### config.mk
export PLATFORM = sky130hd
export DESIGN_NAME = bank_collect
export DESIGN_NICKNAME = d
export VERILOG_FILES = /design/src/logic/mem_pkg.sv /design/src/logic/bank_collect.sv
export SDC_FILE = /design/constraint.sdc
export NUM_CORES = 1
export LEC_CHECK = 0
export BUFFER_PORTS_ARGS = -buffer_cell sky130_fd_sc_hd__buf_4
export CORE_MARGIN = 10
export CORE_UTILIZATION = 31
export DETAILED_ROUTE_END_ITERATION = 10
export PLACE_DENSITY = 0.91
export SETUP_SLACK_MARGIN = 0.5
export SLEW_MARGIN = 15
export SYNTH_ARGS = -nofsm -noshare
export SYNTH_HDL_FRONTEND = slang
export SYNTH_SLANG_ARGS = --single-unit
### constraint.sdc
create_clock -name vclk -period 1.8
set_input_delay 0.36 -clock vclk [all_inputs]
set_output_delay 0.36 -clock vclk [all_outputs]
set_load 0.01 [all_outputs]
### src/logic/mem_pkg.sv
// Word addressing only, bit 0 must be zero; banks are interleaved on word address bits [2:1]
`default_nettype none

package mem_pkg;

   localparam int ADDR_W      = 16;
   localparam int DATA_W      = 16;
   localparam int NUM_BANKS   = 4;
   localparam int BANK_W      = 2;
   localparam int ROW_W       = 13;
   localparam int MEM_LATENCY = 4;

   // Address seen by the cache
   typedef struct packed {
      logic [4:0] tag;
      logic [7:0] index;
      logic [1:0] offset;
      logic       byte_sel;
   } cache_view_t;

   // Same address seen by main memory
   // Bank takes the word offset bits, so one line covers all four banks
   typedef struct packed {
      logic [ROW_W-1:0]  row;
      logic [BANK_W-1:0] bank;
      logic              byte_sel;
   } mem_view_t;

   typedef union packed {
      cache_view_t c;
      mem_view_t   m;
   } addr_u;

   // One word request toward the banks, 33 bits
   typedef struct packed {
      logic              valid;
      logic              we;
      logic [ROW_W-1:0]  row;
      logic [BANK_W-1:0] bank;
      logic [DATA_W-1:0] wdata;
   } bank_req_t;

   // Read return, pos is the word position inside the line
   typedef struct packed {
      logic              valid;
      logic [BANK_W-1:0] pos;
      logic [DATA_W-1:0] rdata;
   } bank_rsp_t;

endpackage

`default_nettype wire

### src/logic/bank_collect.sv
// Expects at most one valid return per cycle; on a collision the lowest bank wins
`timescale 1ns/1ps
`default_nettype none

module bank_collect
   import mem_pkg::*;
(
   input  wire bank_rsp_t bank_rsp [NUM_BANKS],
   output bank_rsp_t      rsp
);

   // Scan from the top so the lowest valid bank is kept last
   always_comb begin
      rsp = '0;
      for (int b = NUM_BANKS - 1; b >= 0; b--) begin
         if (bank_rsp[b].valid) begin
            rsp = bank_rsp[b];
         end
      end
   end

   // In-order issue to interleaved banks spaces the
   // returns one cycle apart, so the scan above is only a
   // merge in normal use.
   // A second valid in the same cycle means the issue
   // order was broken upstream and that word is dropped.
   // The word position travels with the data, so the
   // controller does not track which bank answered.

endmodule

`default_nettype wire

==> results of run 1 <==
## metrics by stage
stage	util (%)	area, µm²	instances	setup WS, ns
floorplan	-	583.1	70	0.4431
global placement	78.02	1333	191	0.1959
detailed placement	78.02	1333	191	0.1497
CTS	94.36	1612	197	0.3268
## cell usage after synthesis
cell type  number  area share (%)
a21oi_1         6             5.4
a21oi_2        10              16
a221oi_1        1             1.6
a22oi_1        17              23
a31oi_1         1             1.1
buf_12          1             3.6
buf_2           1            0.90
buf_4           3             4.1
buf_6           2             4.1
clkbuf_1        1            0.68
inv_1           1            0.68
inv_2           1            0.68
nand2_1         2             1.4
nand2b_1        1             1.1
nand3b_1        1             1.4
nor2_1          1            0.68
nor2_2          1             1.1
nor2b_1         1             1.1
nor3b_1         1             1.4
o22ai_1         7             7.9
o22ai_2        10              23
## logic make-up after synthesis
family / synth area share, %
compound gates: 77.25
buf+inv: 14.64
simple gates: 8.111
## timing repair
item	CTS
pin swaps	16
buffers inserted	5
gates cloned	1
setup endpoints to repair	19
gates resized for setup	50
==> flow_summary.ini, run 1 <==
[run_status]
status = did not finish
stop_stage = global routing
error = [ERROR DPL-0033] detailed placement checks failed during check placement.

[global_routing]
antenna_found_initial = 0
grt_start_max_net_pins = 12

[yosys]
yosysUniqueCellTypes = 21
synth_cells = 70
syn_avg_cell_area_um2 = 7.936
mappedNetlistNets = 146
syn-cell-area_um2 = 555.5
yosysWarnings = 0
ys_seq_area_share_pct = 0

[floorplanning]
io_pins = 95
die_w_um = 62.33
initial_core_util_pct = 32.53
rows = 15
die_h_um = 62.33

[clock_tree]
hold_buffers = 0

[place]
hpwl_um = 3187
place_congestion = 0.7391
port_buffers = 95

[timing]
worstEndpointGrtRepair = rsp[7]
worst-ep-kind = output port
==> run 2: changes to the inputs <==
--- a/config.mk
+++ b/config.mk
@@ -6,11 +6,10 @@
 export NUM_CORES = 1
 export LEC_CHECK = 0
 export BUFFER_PORTS_ARGS = -buffer_cell sky130_fd_sc_hd__buf_4
-export CORE_MARGIN = 10
-export CORE_UTILIZATION = 31
+export CORE_AREA = 10 10 71 73
 export DETAILED_ROUTE_END_ITERATION = 10
-export PLACE_DENSITY = 0.91
-export SETUP_SLACK_MARGIN = 0.5
+export DIE_AREA = 0 0 81 83
+export PLACE_DENSITY_LB_ADDON = 0.15
 export SLEW_MARGIN = 15
 export SYNTH_ARGS = -nofsm -noshare
 export SYNTH_HDL_FRONTEND = slang
==> run 2 against run 1 <==
Against the previous run:
- synthesized area is the same
- synthesized cell count unchanged
- the flow now finishes without violations
==> flow_summary.ini, run 2 <==
[power_and_ir_drop]
net-switching-power_w = 0.0001450
seq_power_share_pct = 0
internal_power_w = 0.0002214
pwr-share-comb_pct = 100.0
powerDensity_mw_per_mm2 = 273.2
p_leak_nw = 0.6354
swShare_pct = 39.58
ir_worst_vdd_uv = 106.1
p_clk_share_pct = 0

[place]
hpwl_um = 3339
port_buffers = 95
place_congestion = 0.7538
placed_area_mm2 = 0.001335

[layout]
layout_common_cells = 102 x buf_4, 17 x a22oi_1, 10 x o22ai_2, 10 x a21oi_2, 7 x o22ai_1
layout-drive-gt1-share_pct = 76.51
seq_cells = 0
area_delta_synth_final_pct = 141.4
fillers = 393
final_cell_area_mm2 = 0.001341
regArea_um2 = 0
nClkBuffers = 0
final_common_cell = buf_4
antenna_cells = 0
multiInputGateArea_um2 = 476.7
nets = 244

[worst_setup_path]
cp_max_fo = 13
slowest_stage = nand2b_1
worst_ep_required_time_ns = 1.44
cp.depth = 6
cpPeakStageDelay_ns = 0.25
crit_buf_inv = 3
worstSetupStartpointType = primary input
crit_chain = buf_4 > nand2b_1 > buf_6 > o22ai_1 > a21oi_1 > buf_4
cp.arrival_ns = 1.33
crit_path_end_kind = primary output
critPathTopFamily = buffers and inverters
critPathKind = in2out
path_common_cell = buf_4

[clock_tree]
post_cts_buffers = 0
hold_buffers = 0
cts_resized = 0

[global_routing]
gr-usage-all-layers_pct = 9.902
grt_pass1_vias = 1074
grtUsageMet3_pct = 4.095
grt_pass1_wl_um = 5540
grt-ovfl-total = 0
top_usage_layer = met2
grtUsageMet1_pct = 11.03
grt_start_max_net_pins = 15
use_met2_pct = 17.65
antenna_found_initial = 0

[timing]
fmax_mhz = 590.1
finalCritPeriodShare_pct = 94.15
tightestPinTransition_ns = 0.2579
finalSetupViolations = 0
hold_viol = 0
max_slew_margin_pct = 82.80
fin_setup_tns_ns = 0
holdWs_ns = 1.018
min_period_ns = 1.695
slew_violations = 0
grt_setup_unrepaired = no

[yosys]
synth_mux_area_share_pct = 0
synthSimpleGateAreaFrac_pct = 8.108
synth_top_area_cell = a22oi_1
synth_xor_area_share_pct = 0
yosysUniqueCellTypes = 21
mappedNetlistNets = 146
synth.most_common_cell = a22oi_1
yosys-top-cells-area = a22oi_1 23%, o22ai_2 23%, a21oi_2 16%, o22ai_1 7.9%, a21oi_1 5.4%
syn-cell-area_um2 = 555.5
synth_top_family_by_area = compound AO/OA/AOI/OAI gates
synthTopCellsByCount = 17 x a22oi_1, 10 x a21oi_2, 10 x o22ai_2, 7 x o22ai_1, 6 x a21oi_1
synth_fa_ha_area_share_pct = 0
syn_avg_cell_area_um2 = 7.936
yosysWarnings = 0
ys_seq_area_share_pct = 0
synth_compound_area_share_pct = 77.25
synth_cells = 70
synth_top_area_share_pct = 22.97

[worst_hold_path]
hold_class = in2out
hold_depth = 4

[drt]
routed_wl_um = 3774
postRouteAntennaNets = 0
drtIter0Drc = 30
detail_route.vias_per_cell = 4.593
firstDrtPassIters = 4
drc = 0
wire_per_inst_um = 17.64
vias = 983

[floorplanning]
dieArea_mm2 = 0.006723
initial_core_util_pct = 15.29
rows = 22
die_h_um = 83
core_mm2 = 0.003633
die_w_um = 81
io_pins = 95

[flow_run]
max_cap_violations = 0

[run_status]
status = finished, final reports clean
==> run 2: cell counts after synthesis <==
No cell type changed its count.
==> run 2: worst paths after layout <==
kind | to | slack, ns | from
setup / recovery | rsp[1] | 0.11 | bank_rsp[75]
hold / removal | rsp[18] | 1.02 | bank_rsp[18]
==> run 2: kinds of logic (layout without fill, tap and decap cells) <==
group	after synthesis	after routing
AOI/OAI and AO/OA	52	52
and+or+nand+nor	8	8
buffers and inverters	10	106
==> run 2: power by group through the flow <==
stage	clock network, W	registers [W]	logic, W
final	0	0	0.000366
after detailed placement	0	0	0.000369
after floorplan	0	0	0.000147
after CTS	0	0	0.000370
after global placement	0	0	0.000364
after global routing	0	0	0.000397
==> run 2: area by class of cell <==
class / instances / share of cell area [%]
inverters: 2 / 0.5597
multi-input cells: 60 / 35.54
well taps: 48 / 4.478
repair buffers: 104 / 59.42
==> run 2: tightest hold or removal path: stages <==
cell and delay (ns):
buf_4 0.09, nor2_1 0.04, nand2_1 0.06, buf_4 0.11
==> run 2: per-layer routing <==
layer  up-vias  part of all wire, %
met5         -                    0
met4         0                    0
met3         0                   13
met2        59                   48
met1       440                   39
li1        484                    -
==> run 2: stage by stage <==
stage	setup WS (ns)	utilization, %	std cells	total power, W
after floorplan	0.3601	-	70	0.0001470
after global placement	0.09645	36.74	214	0.0003639
after detailed placement	0.04371	36.74	214	0.0003686
after CTS	0.03642	36.74	214	0.0003696
after global routing	0.005863	36.91	214	0.0003974
final	0.1053	36.91	214	0.0003664
(Power assumes the default switching activity.)
