### src/logic/mem_pkg.sv
// Word addressing only, bit 0 must be zero; banks are interleaved on word address bits [2:1]
`default_nettype none

package mem_pkg;

   localparam int ADDR_W      = 16;
   localparam int DATA_W      = 16;
   localparam int NUM_BANKS   = 4;
   localparam int BANK_W      = 2;
   localparam int ROW_W       = 13;
   localparam int MEM_LATENCY = 4;

   // Address seen by the cache
   typedef struct packed {
      logic [4:0] tag;
      logic [7:0] index;
      logic [1:0] offset;
      logic       byte_sel;
   } cache_view_t;

   // Same address seen by main memory
   // Bank takes the word offset bits, so one line covers all four banks
   typedef struct packed {
      logic [ROW_W-1:0]  row;
      logic [BANK_W-1:0] bank;
      logic              byte_sel;
   } mem_view_t;

   typedef union packed {
      cache_view_t c;
      mem_view_t   m;
   } addr_u;

   // One word request toward the banks, 33 bits
   typedef struct packed {
      logic              valid;
      logic              we;
      logic [ROW_W-1:0]  row;
      logic [BANK_W-1:0] bank;
      logic [DATA_W-1:0] wdata;
   } bank_req_t;

   // Read return, pos is the word position inside the line
   typedef struct packed {
      logic              valid;
      logic [BANK_W-1:0] pos;
      logic [DATA_W-1:0] rdata;
   } bank_rsp_t;

endpackage

`default_nettype wire

### src/logic/cache_pkg.sv
// Cache geometry must agree with the tag, index and offset fields of mem_pkg::addr_u
`default_nettype none

package cache_pkg;

   localparam int CACHE_LINES    = 256;
   localparam int WORDS_PER_LINE = 4;
   localparam int TAG_W          = 5;

   // Miss handling steps of the controller
   typedef enum logic [2:0] {
      IDLE,
      COMPARE,
      WB_ISSUE,
      WB_WAIT,
      FILL_ISSUE,
      FILL_WAIT,
      FINISH,
      ERROR
   } ctrl_state_e;

   // Lookup result for the indexed line, 8 bits
   typedef struct packed {
      logic             hit;
      logic             valid;
      logic             dirty;
      logic [TAG_W-1:0] victim_tag;
   } line_status_t;

   // hit is only meaningful while compare is asserted
   // victim_tag is the stored tag, used to rebuild
   // the write-back address of a dirty line

endpackage

`default_nettype wire

### src/logic/cache_ctrl.sv
// Requester must hold addr, rd and wr until done; one request in flight at a time
`timescale 1ns/1ps
`default_nettype none

module cache_ctrl
   import mem_pkg::*;
   import cache_pkg::*;
(
   input  wire                                 clk,
   input  wire                                 arst_n,
   input  wire addr_u                          addr,
   input  wire                                 rd,
   input  wire                                 wr,
   input  wire line_status_t                   status,
   input  wire                                 conflict,
   input  wire bank_rsp_t                      fill_rsp,
   output logic                                compare,
   output logic                                write,
   output logic                                fill,
   output logic                                clean,
   output logic [$clog2(WORDS_PER_LINE)-1:0]   fill_pos,
   output bank_req_t                           mem_req,
   output logic                                evict_data_sel,
   output logic                                done,
   output logic                                cache_hit,
   output logic                                err
);

   ctrl_state_e state_q;
   ctrl_state_e state_d;

   logic [$clog2(WORDS_PER_LINE)-1:0] issue_cnt_q;
   logic [$clog2(WORDS_PER_LINE)-1:0] ret_cnt_q;
   logic                              hit_q;
   logic                              bad_req;
   logic [TAG_W-1:0]                  line_tag;
   addr_u                             mem_addr;

   // Odd address or both strobes is refused without any access
   assign bad_req = addr.c.byte_sel | (rd & wr);

   // Write-back goes to the victim's address, fill to the requested one
   assign line_tag = (state_q == WB_ISSUE) ? status.victim_tag : addr.c.tag;
   assign mem_addr = {line_tag, addr.c.index, issue_cnt_q, 1'b0};

   assign evict_data_sel = (state_q == WB_ISSUE);
   assign fill           = fill_rsp.valid;
   assign fill_pos       = evict_data_sel ? issue_cnt_q : fill_rsp.pos;
   assign clean          = (state_q == WB_WAIT);

   // Write data is taken from the cache at the top level
   always_comb begin
      mem_req       = '0;
      mem_req.valid = (state_q == WB_ISSUE) | (state_q == FILL_ISSUE);
      mem_req.we    = (state_q == WB_ISSUE);
      mem_req.row   = mem_addr.m.row;
      mem_req.bank  = mem_addr.m.bank;
   end

   always_comb begin
      state_d = state_q;
      compare = 1'b0;
      write   = 1'b0;
      case (state_q)
         IDLE: begin
            if (rd | wr) begin
               if (bad_req) begin
                  state_d = ERROR;
               end else begin
                  compare = 1'b1;
                  if (status.hit) begin
                     write   = wr;
                     state_d = FINISH;
                  end else if (status.valid & status.dirty) begin
                     state_d = WB_ISSUE;
                  end else begin
                     state_d = FILL_ISSUE;
                  end
               end
            end
         end
         WB_ISSUE: begin
            if (!conflict && issue_cnt_q == '1) begin
               state_d = WB_WAIT;
            end
         end
         WB_WAIT: state_d = FILL_ISSUE;
         FILL_ISSUE: begin
            if (!conflict && issue_cnt_q == '1) begin
               state_d = FILL_WAIT;
            end
         end
         FILL_WAIT: begin
            if (fill_rsp.valid && ret_cnt_q == '1) begin
               state_d = COMPARE;
            end
         end
         // Line is present now, apply the pending write
         COMPARE: begin
            compare = 1'b1;
            write   = wr;
            state_d = FINISH;
         end
         FINISH:  state_d = IDLE;
         ERROR:   state_d = IDLE;
         default: state_d = IDLE;
      endcase
   end

   always_ff @(posedge clk or negedge arst_n) begin
      if (!arst_n) begin
         state_q     <= IDLE;
         issue_cnt_q <= '0;
         ret_cnt_q   <= '0;
         hit_q       <= 1'b0;
      end else begin
         state_q <= state_d;
         // Advance only when the bank took the word
         if (mem_req.valid && !conflict) begin
            issue_cnt_q <= issue_cnt_q + 1'b1;
         end
         if (fill_rsp.valid) begin
            ret_cnt_q <= ret_cnt_q + 1'b1;
         end
         if (state_q == IDLE) begin
            hit_q <= status.hit;
         end
      end
   end

   assign done      = (state_q == FINISH) | (state_q == ERROR);
   assign cache_hit = (state_q == FINISH) & hit_q;
   assign err       = (state_q == ERROR);

endmodule

`default_nettype wire

### config.mk
export PLATFORM = sky130hd
export DESIGN_NAME = cache_ctrl
export DESIGN_NICKNAME = d
export VERILOG_FILES = /design/src/logic/mem_pkg.sv /design/src/logic/cache_pkg.sv /design/src/logic/cache_ctrl.sv
export SDC_FILE = /design/constraint.sdc
export NUM_CORES = 1
export LEC_CHECK = 0
export ABC_AREA = 1
export BUFFER_PORTS_ARGS = -buffer_cell sky130_fd_sc_hd__buf_2
export CAP_MARGIN = 20
export CORE_ASPECT_RATIO = 1.75
export CORE_MARGIN = 2
export CORE_UTILIZATION = 30
export DETAILED_ROUTE_END_ITERATION = 8
export GPL_ROUTABILITY_DRIVEN = 0
export HOLD_SLACK_MARGIN = 0.15
export PLACE_DENSITY = 0.71
export SLEW_MARGIN = 5
export SYNTH_ARGS = -nofsm -noshare
export SYNTH_HDL_FRONTEND = slang
export SYNTH_SLANG_ARGS = --single-unit
### constraint.sdc
create_clock -name clk -period 1.25 [get_ports clk]
set_input_delay 0.25 -clock clk [delete_from_list [all_inputs] [get_ports clk]]
set_output_delay 0.25 -clock clk [all_outputs]
set_load 0.01 [all_outputs]
After elaboration in Yosys (flattened, before gate mapping)
Cells that the tools add are included.
W data, S select, Z words.
{"block": "word_totals", "ff_bits": 8, "latchBits": 0, "mem_bits_rw": 0, "mem_bits_ro": 0, "in_bits": 48, "output_inout_bits": 43, "wordCells": 50, "mem_count": 0}
{"block": "classes", "n_addsub": 2, "mul": 0, "div_mod_pow": 0, "order_cmp": 0, "n_eq_ne": 13, "shifts": 0, "muxes": 17, "n_bitwise": 7, "reduce_logical": 7}
{"op": "$mux W3", "n": 7}
{"op": "$pmux W3 S7", "n": 1}
{"op": "$eq A3 B3 Y1 const B", "n": 4}
{"op": "$eq A3 B2 Y1 const B", "n": 2}
{"op": "$mux W1", "n": 5}
{"op": "$mux W5", "n": 1}
{"op": "$add A2 B1 Y2 const B", "n": 2}
{"op": "$eq A2 B2 Y1 const B", "n": 2}
{"op": "$ne A2 B1 Y1 const B", "n": 2}
{"op": "$ne A2 B2 Y1 const B", "n": 2}
{"op": "$or A1 B1 Y1", "n": 4}
{"op": "$pmux W1 S2", "n": 2}
{"op": "$reduce_and A4 Y1", "n": 1}
{"op": "$and A1 B1 Y1", "n": 3}
{"op": "$eq A3 B1 Y1 const B", "n": 1}
{"op": "$logic_and A1 B1 Y1", "n": 3}
{"op": "$logic_not A3 Y1", "n": 1}
{"op": "$mux W2", "n": 1}
{"op": "$reduce_or A2 Y1", "n": 1}
{"op": "$logic_not A1 Y1", "n": 1}

Logic depth before layout (Yosys ltp)
Gate-level depths: netlist (run 1).
{"block": "depth", "ltp_word": 6, "ltp_mapped": 8, "mapped_depth_nobuf": 8}

Least setup slack after synthesis (run 1)
OpenSTA, ideal clock, no wires.
{"block": "synth_timing", "path_kind": "register to output", "startpoint": "reg state_q[1]", "endpoint": "out write", "t_arrival_ns": 1.123, "required_time_ns": 1.000, "path_slack_ns": -0.123, "stages_incl_launch_ff": 6, "path_buffers": 0, "cell_sequence": "dfrtp_1 > nor2_1 > nand2_1 > nor2_1 > nand2_1 > a21boi_2"}
{"block": "synth_via", "elab_chain_len": 2, "elab_cells_between_ends": 3, "classes_between": "eq/ne (1); mux (1); reduce/logical (1)"}
{"item": "start: declaration", "line": "cache_ctrl.sv:29", "source": "ctrl_state_e state_q;"}
{"item": "start signal: assignment", "line": "cache_ctrl.sv:117", "source": "state_q <= state_d;"}
{"item": "$eq A3 B1 Y1 or $logic_not A3 Y1 (tied branches)", "line": "cache_ctrl.sv:64", "source": "case (state_q)"}
{"item": "$pmux W1 S2 *", "line": "cache_ctrl.sv:64"}
{"item": "end: declaration", "line": "cache_ctrl.sv:18", "source": "output logic write,"}
Every way passes the cells marked *; elsewhere a longest branch is shown, timed or not.

Worst setup path after layout (run 1)
Same ends and word-level chain as after synthesis.

==> results of run 1 <==
-- layer usage --
metal / global-route usage / vias to the layer above
li1: - / 490
met1: 0.09292 / 409
met2: 0.2850 / 49
met3: 0.02398 / 6
met4: 0.04714 / 0
met5: 0 / -
-- worst max-delay path by stage --
stage	to	slack (ps)	start
after global routing	write	-390	state_q[1]$_DFFE_PN0P_
after CTS	write	-320	state_q[0]$_DFFE_PN0P_
after floorplan	write	-70	state_q[1]$_DFFE_PN0P_
after global placement	write	-120	state_q[1]$_DFFE_PN0P_
final	write	-320	state_q[1]$_DFFE_PN0P_
after detailed placement	write	-130	state_q[1]$_DFFE_PN0P_
-- cell families (layout without fill, tap and decap cells) --
kind of cell / count (synthesis) / count (layout) / share of synthesized area
and+or+nand+nor: 77 / 78 / 0.3595
buffers and inverters: 40 / 80 / 0.2926
DFF: 8 / 8 / 0.2329
AOI/OAI and AO/OA: 7 / 7 / 0.04802
adders and majority gates: 2 / 2 / 0.02911
xor gates and xnor gates: 2 / 2 / 0.02038
other: 1 / 16 / 0.004363
muxes: 1 / 1 / 0.01310
-- timing repair --
item	CTS	global route
pin swaps	12	15
hold buffers	1	0
hold endpoints to repair	8	0
setup buffers	7	5
cloned	1	0
endpoints found under the setup margin	16	21
resized for setup	23	19
-- worst max-delay path, cell delays in order, from the launching register on --
cell      delay (ps)
dfrtp_2          440
nor2_4           130
nand2_2           80
nor2_4           130
nand2_2           60
a21boi_2         120
buf_2            130
-- power groups by stage --
stage / Clock, W / Combinational, W / Sequential, W
3_5_place_dp: 0 / 0.00171 / 0.000538
3_3_place_gp: 0 / 0.00167 / 0.000532
5_1_grt: 0.000325 / 0.00249 / 0.000594
2_1_floorplan: 0 / 0.00109 / 0.000519
6_report: 0.000302 / 0.00225 / 0.000578
4_1_cts: 0.000310 / 0.00208 / 0.000556
-- area by class of cell --
| class | count | area (µm²) | area share |
|---|---|---|---|
| Tap cell | 27 | 33.78 | 0.02545 |
| Clock buffer | 3 | 41.29 | 0.03110 |
| Sequential cell | 8 | 203.9 | 0.1536 |
| Multi-Input combinational cell | 106 | 559.3 | 0.4213 |
| Timing Repair Buffer | 64 | 432.9 | 0.3261 |
| Inverter | 13 | 56.30 | 0.04241 |
-- stage by stage --
step	setup WS, ps	instance area [µm²]	power, W	instances	utilization
after floorplan	-71.56	932.1	0.001605	153	-
after detailed placement	-130.5	1072	0.002244	208	0.3940
after global routing	-392.1	1328	0.003411	221	0.4878
final	-315.1	1328	0.003127	221	0.4878
after global placement	-117.8	1072	0.002204	208	0.3940
after CTS	-319.4	1249	0.002944	218	0.4589
-- sequential cells by signal (all words and copies together), names as in the netlist --
register	flops
hit_q	1
issue_cnt_q	2
ret_cnt_q	2
state_q	3
-- synthesized netlist by cell type --
library cell,number
nand2_1,54
buf_4,27
nor2_1,14
inv_1,12
dfrtp_1,8
nand3_1,5
a21oi_1,3
o21ai_0,3
ha_1,2
xor2_1,2
a21boi_2,1
conb_1,1
inv_2,1
mux2_2,1
nand2_2,1
nand2_4,1
nor2_2,1
nor3_1,1
==> results.json, run 1 <==
{
  "p_int_w": 0.001708,
  "fin_crit_sh": 1.252,
  "grt_start_max_net_pins": 9,
  "track_usage": 0.1274,
  "clkTransAtPathRegs_ps": 40,
  "drive_gt1_frac": 0.5052,
  "end_kind": "output pin",
  "hold_depth": 2,
  "p_per_area_nw_per_um2": 2355,
  "ys_seq_area_frac": 0.2329,
  "portBuffers": 40,
  "first_global_vias": 826,
  "r2r-end": "issue_cnt_q[0]$_DFFE_PN0P_",
  "wl_met3_um": 203,
  "num_vias": 954,
  "fin_ws_ps": -315.1,
  "rsz0062_at_grt": "true",
  "netlist_area_um2": 859.6,
  "syn_to_final_growth_pct": 54.44,
  "insertion_delay_ps": 220,
  "synth_cells": 138,
  "combPwrFrac": 0.718,
  "clock.fmax_mhz": 638.9,
  "cts_made_buffers": 3,
  "outcome": "finished, violations left",
  "post-route-min-period_ps": 1565,
  "path_max_fanout": 4,
  "dr_wl_met2_um": 1236,
  "finalHoldViolCount": 0,
  "failed_checks": "negative setup slack",
  "ir_worst_vdd_uv": 727.6,
  "maxCapViolCount": 0,
  "netlist-cell-type-count": 18,
  "fin_tns_setup_ps": -3880,
  "core_um2": 2721,
  "clock_path_buffers": 2,
  "mostFrequentLayoutCells": "nand2_1 (43), buf_2 (35), buf_4 (18)",
  "antenna_found_initial": 0,
  "leakage_nw": 0.7946,
  "hold_path_class": "in2reg",
  "num_antenna_cells": 0,
  "drtIter0Drc": 3,
  "cts-root-buf": "clkbuf_8",
  "grt_overflow": 0,
  "critical_path.reg2reg.startpoint": "state_q[0]$_DFFE_PN0P_",
  "yosysTopAreaCellShare": 0.2358,
  "wl_per_cell_um": 9.819,
  "holdPathEnd": "ret_cnt_q[0]$_DFFE_PN0P_",
  "top_layer": "met4",
  "start_util": 0.3159,
  "grt_pass1_wl_um": 3160,
  "synth_top_area_cell": "buf_4",
  "vias_per_cell": 4.317,
  "cts.sinks": 8,
  "cts_tree": "done",
  "die_w_um": 44.47,
  "synth_warnings": 0,
  "r2r_slack_ps": -90,
  "die_h_um": 74.81,
  "start_kind": "flip-flop",
  "cts_max_level": 1,
  "ys_seq_elements": 8,
  "drv_slew": 0,
  "ios": 91,
  "syn_avg_cell_area_um2": 6.229,
  "dieArea_um2": 3326,
  "min_from": "fill_rsp[18]",
  "place_hpwl_um": 1690,
  "fillerInstances": 284,
  "worstSetupPathType": "reg2out",
  "final_common_cell": "nand2_1",
  "netSwitchingFraction": 0.4537,
  "required_ps": 1000,
  "fin_skew_ps": 1.526,
  "core.rowCount": 25,
  "met1Wirelength_um": 690,
  "drc": 0,
  "switchingPower_w": 0.001419,
  "dr.pass1.iters": 2,
  "routed_wl_um": 2170,
  "ant_nets": 0,
  "p_seq_frac": 0.185,
  "hold_ws_ps": 255.6,
  "synth_area_leaders": "buf_4 (24%), nand2_1 (24%), dfrtp_1 (23%)",
  "layout.nets": 246,
  "p_clk_frac": 0.097,
  "cp.arrival_ps": 1320,
  "rr_worst_depth": 6,
  "setup_viol": 21
}
Power figures use the tool's default switching activity.
==> run 2: changes to the inputs <==
PLACE_DENSITY = 0.68   (was 0.71)
REMOVE_ABC_BUFFERS = 1   (was not set)
clock period = 1.8 ns   (was 1.25 ns; I/O delays follow)
==> run 2 against run 1 <==
Against the previous run:
- the flow now finishes without violations
- power shrank 48%
- via count down 8.9%
- combinational power down 54%
- sequential share of layout area up 4.2 points
- clock power decreased by 30%
- clock skew about the same
- clock-buffer cell count unchanged
- sequential cell count unchanged
- critical endpoint unchanged
- largest cell class unchanged
==> results.json, run 2 (synthesized netlist as in run 1, its figures left out) <==
{
  "cp.arrival_ps": 1380,
  "worstSetupPathType": "reg2out",
  "post-route-min-period_ps": 1737,
  "die_w_um": 44.47,
  "rsz0062_at_grt": "false",
  "grt_overflow": 0,
  "wl_per_cell_um": 10.09,
  "mostFrequentLayoutCells": "nand2_1 (53), buf_2 (40), conb_1 (16)",
  "cts_tree": "done",
  "largest_reg_flops": 3,
  "num_vias": 869,
  "clock_path_buffers": 2,
  "fin_util": 0.3839,
  "max_stage_delay_ps": 440,
  "drive_gt1_frac": 0.3584,
  "ir_worst_vdd_uv": 556.2,
  "fin_tns_setup_ps": 0,
  "drc": 0,
  "clock.fmax_mhz": 575.8,
  "antenna_found_initial": 0,
  "dr.pass1.iters": 4,
  "cpMostUsedCell": "nor2_2",
  "insertion_delay_ps": 230,
  "track_usage": 0.1186,
  "routed_wl_um": 2017,
  "reg_top3": "state_q (3), issue_cnt_q (2), ret_cnt_q (2)",
  "place_hpwl_um": 1634,
  "fillerInstances": 304,
  "ant_nets": 0,
  "cts_max_level": 1,
  "regMostFlops": "state_q",
  "fin_ws_ps": 63.37,
  "fin_crit_sh": 0.9648,
  "finalHoldViolCount": 0,
  "place_ws_ps": 239.1,
  "dieArea_um2": 3326,
  "first_global_vias": 727,
  "layout.nets": 225,
  "portBuffers": 40,
  "p_per_area_nw_per_um2": 1561,
  "num_antenna_cells": 0,
  "start_kind": "flip-flop",
  "ios": 91,
  "die_h_um": 74.81,
  "cts.sinks": 8,
  "drtIter0Drc": 8,
  "final_common_cell": "nand2_1",
  "leakage_nw": 0.6664,
  "maxCapViolCount": 0,
  "path_cells": "nor2_2, nand2_2, nor2_2, nand2_1, a21boi_2, buf_2",
  "cts_made_buffers": 3,
  "start_util": 0.3159,
  "required_ps": 1440,
  "setup_viol": 0,
  "drv_slew": 0,
  "path_max_fanout": 5,
  "outcome": "complete, no violations",
  "hold_path_class": "in2reg",
  "placed_cell_area_um2": 962.2,
  "grt_start_max_net_pins": 11,
  "fin_skew_ps": 1.810,
  "stdcell_area_um2": 1045,
  "grt_pass1_wl_um": 2911,
  "core_um2": 2721,
  "syn_to_final_growth_pct": 21.54,
  "core.rowCount": 25,
  "end_kind": "output pin",
  "cts-root-buf": "clkbuf_8",
  "vias_per_cell": 4.345,
  "clkTransAtPathRegs_ps": 40,
  "critPathSlowestCell": "dfrtp_2"
}
-- run 2: cell types whose count changed in the layout (fill, tap and decap cells not counted), sizes merged --
cell,change
buf,-20
nand2,-1
-- run 2: final timing paths --
kind	cells past startpoint	start	end	slack (ps)
min reg2reg	1	ret_cnt_q[0]$_DFFE_PN0P_	ret_cnt_q[0]$_DFFE_PN0P_	480
min in group asynchronous	2	arst_n	ret_cnt_q[1]$_DFFE_PN0P_	500
max	6	state_q[1]$_DFFE_PN0P_	write	60
max reg2reg	8	state_q[2]$_DFFE_PN0P_	state_q[0]$_DFFE_PN0P_	560
max in group asynchronous	2	arst_n	state_q[1]$_DFFE_PN0P_	1120
min	2	fill_rsp[18]	ret_cnt_q[0]$_DFFE_PN0P_	360
-- run 2: area by class of cell --
type                            instances  area [µm²]  area share
Multi-Input combinational cell        105       484.2      0.4635
Timing Repair Buffer                   44       232.7      0.2228
Sequential cell                         8       203.9      0.1952
Inverter                               13       48.80     0.04671
Clock buffer                            3       41.29     0.03952
Tap cell                               27       33.78     0.03234
-- run 2: stage by stage --
| step | cells | total power [W] | hold slack, ps |
|---|---|---|---|
| floorplan | 126 | 0.001002 | 64.41 |
| global placement | 195 | 0.001334 | 206.9 |
| detailed placement | 195 | 0.001344 | 211.0 |
| CTS | 199 | 0.001582 | 355.3 |
| global route | 200 | 0.001827 | 369.2 |
| finish | 200 | 0.001631 | 355.7 |
-- run 2: power breakdown --
part           switching (W)  leakage, nW  internal (W)  total (W)
Clock              0.0000678       0.0216      0.000145   0.000212
Combinational       0.000617        0.552      0.000409    0.00103
Sequential          0.000107       0.0925      0.000286   0.000392
Total               0.000792        0.666      0.000839    0.00163
-- run 2: worst max-delay path, delay by kind of cell, from the launching register on --
family | cells | cell delay, ps
DFF | 1 | 440
buffers and inverters | 1 | 130
and+or+nand+nor | 4 | 470
AOI/OAI and AO/OA | 1 | 110
-- run 2: per-layer routing --
metal  GRT usage  share of wire
met5           0              0
met2      0.2093           0.51
met3     0.07194           0.16
met1      0.1044           0.32
met4     0.05051              0
-- run 2: what timing repair did --
item / CTS / global route
setup buffers: 0 / 1
hold buffers: 1 / 0
endpoints found under the hold margin: 8 / 0
pin swaps: 0 / 2
resized for setup: 2 / 10
setup endpoints to repair: 7 / 8
==> run 3: changes to the inputs <==
==> constraint.sdc (replaced) <==
create_clock -name clk -period 2.1 [get_ports clk]
set_input_delay 0 -clock clk [delete_from_list [all_inputs] [get_ports clk]]
set_output_delay 0 -clock clk [all_outputs]
set_load 0.01 [all_outputs]
==> run 3 against run 2 <==
Against the previous run:
- power is 19% lower
- critical endpoint unchanged
- final cell count is 4.0% higher
- clock power is 13% lower
- highest routed layer is now met4
- clock skew is 0.56 ps higher
- via count is 2.2% higher
- non-clock buffer count is 8 higher
- utilization is 2.3 points higher
- final area is 6.1% higher
- critical path depth stayed put
- clock-buffer cell count stayed put
==> results.json, run 3 (synthesized netlist as in run 1, its figures left out) <==
{
  "grt_pass1_wl_um": 3167,
  "wl_per_cell_um": 10.35,
  "vias_per_cell": 4.269,
  "cts_made_buffers": 3,
  "fin_crit_sh": 0.7616,
  "fin_ws_ps": 500.7,
  "num_vias": 888,
  "dieArea_um2": 3326,
  "grt_start_max_net_pins": 13,
  "end_kind": "output pin",
  "insertion_delay_ps": 230,
  "rsz0062_at_grt": "false",
  "place_hpwl_um": 1652,
  "hold_ws_ps": 142.3,
  "required_ps": 2100,
  "cts-root-buf": "clkbuf_8",
  "maxCapViolCount": 0,
  "multiInputGateArea_um2": 464.2,
  "p_total_w": 0.001317,
  "cts_tree": "done",
  "postCtsSetupRepairBufs": 0,
  "gr-usage-met3": 0.02158,
  "core.rowCount": 25,
  "use_met1": 0.1311,
  "placed_cell_area_um2": 947.2,
  "drive_gt1_frac": 0.2707,
  "grt_overflow": 0,
  "critPathSlowestCell": "dfrtp_1",
  "syn_to_final_growth_pct": 28.97,
  "hold_path_class": "in2async",
  "path_cells": "nor2_1, nand2_1, nor2_1, nand2_1, a21boi_2, buf_2",
  "stdcell_area_um2": 1109,
  "r2r-end": "state_q[0]$_DFFE_PN0P_",
  "dr.pass1.iters": 4,
  "worstSetupPathType": "reg2out",
  "reg_top3": "state_q (3), issue_cnt_q (2), ret_cnt_q (2)",
  "final_common_cell": "nand2_1",
  "max_stage_delay_ps": 430,
  "start_util": 0.3159,
  "finalHoldViolCount": 0,
  "antenna_found_initial": 0,
  "die_h_um": 74.81,
  "cts.sinks": 8,
  "leakage_nw": 0.6966,
  "critical_path.reg2reg.startpoint": "state_q[0]$_DFFE_PN0P_",
  "clock.fmax_mhz": 625.3,
  "ir_worst_vdd_uv": 483.0,
  "fin_skew_ps": 2.374,
  "cts_max_level": 1,
  "regMostFlops": "state_q",
  "cp.arrival_ps": 1600,
  "outcome": "complete, no violations",
  "drv_slew": 0,
  "grt_util_met2": 0.2496,
  "largest_reg_flops": 3,
  "die_w_um": 44.47,
  "ff_latch_area_um2": 200.2,
  "first_global_vias": 740,
  "start_kind": "flip-flop",
  "track_usage": 0.1307,
  "fin_tns_setup_ps": 0,
  "r2r_slack_ps": 780,
  "grt-busiest-layer": "met2",
  "rr_worst_depth": 6,
  "num_antenna_cells": 0,
  "layout.nets": 233,
  "clkTransAtPathRegs_ps": 40,
  "drtIter0Drc": 20,
  "portBuffers": 40,
  "post-route-min-period_ps": 1599,
  "fillerInstances": 292,
  "ios": 91,
  "clock_path_buffers": 2,
  "drc": 0,
  "ant_nets": 0,
  "p_per_area_nw_per_um2": 1188,
  "place_ws_ps": 734.7,
  "path_max_fanout": 6,
  "mostFrequentLayoutCells": "nand2_1 (54), buf_2 (40), conb_1 (16)",
  "setup_viol": 0,
  "routed_wl_um": 2153,
  "core_um2": 2721
}
-- run 3: cell types whose count changed in the layout (fill, tap and decap cells not counted) --
cell / previous run / this run
dlygate4sd3_1: 1 / 12
buf_4: 3 / 0
dfrtp_1: 5 / 8
dfrtp_2: 3 / 0
inv_1: 9 / 12
inv_2: 4 / 1
nor2_1: 11 / 14
nor2_2: 3 / 1
nand2_1: 53 / 54
nand2_4: 2 / 1
nor2_4: 1 / 0
-- run 3: repair_timing --
action	CTS	global route
hold endpoints to repair	21	0
gates resized for setup	0	0
hold buffers	12	0
-- run 3: where the power goes --
group	internal, W	switching [W]
combinational	0.000310	0.000492
clock	0.000124	0.0000596
sequential	0.000238	0.0000939
total	0.000672	0.000645
-- run 3: worst max-delay path: cells and delay by family, from the launching register on --
family          cells  cell delay, ps
simple gates        4             690
flops               1             430
buf+inv             1             130
compound gates      1             110
-- run 3: per-stage QoR --
step           instances    util
3_5_place_dp         193  0.3480
5_1_grt              208  0.4074
4_1_cts              208  0.4074
6_report             208  0.4074
2_1_floorplan        126       -
3_3_place_gp         193  0.3480
-- run 3: layout make-up --
type                            instances  share of cell area
Clock buffer                            3             0.03725
Timing Repair Buffer                   52              0.2889
Multi-Input combinational cell        105              0.4187
Tap cell                               27             0.03047
Sequential cell                         8              0.1806
Inverter                               13             0.04402
-- run 3: worst max path at each step --
stage                                start                         end  slack, ps  depth (start not counted)
floorplan           state_q[2]$_DFFE_PN0P_  issue_cnt_q[0]$_DFFE_PN0P_        910                          5
global placement    state_q[0]$_DFFE_PN0P_                       write        710                          6
detailed placement  state_q[0]$_DFFE_PN0P_                       write        730                          6
CTS                 state_q[0]$_DFFE_PN0P_                       write        480                          6
global route        state_q[0]$_DFFE_PN0P_                       write        400                          6
finish              state_q[0]$_DFFE_PN0P_                       write        500                          6
-- run 3: per-layer routing --
metal	vias up	share of wire
met2	45	0.55
met4	0	0.012
met5	-	0
met3	3	0.074
met1	376	0.36
li1	464	-
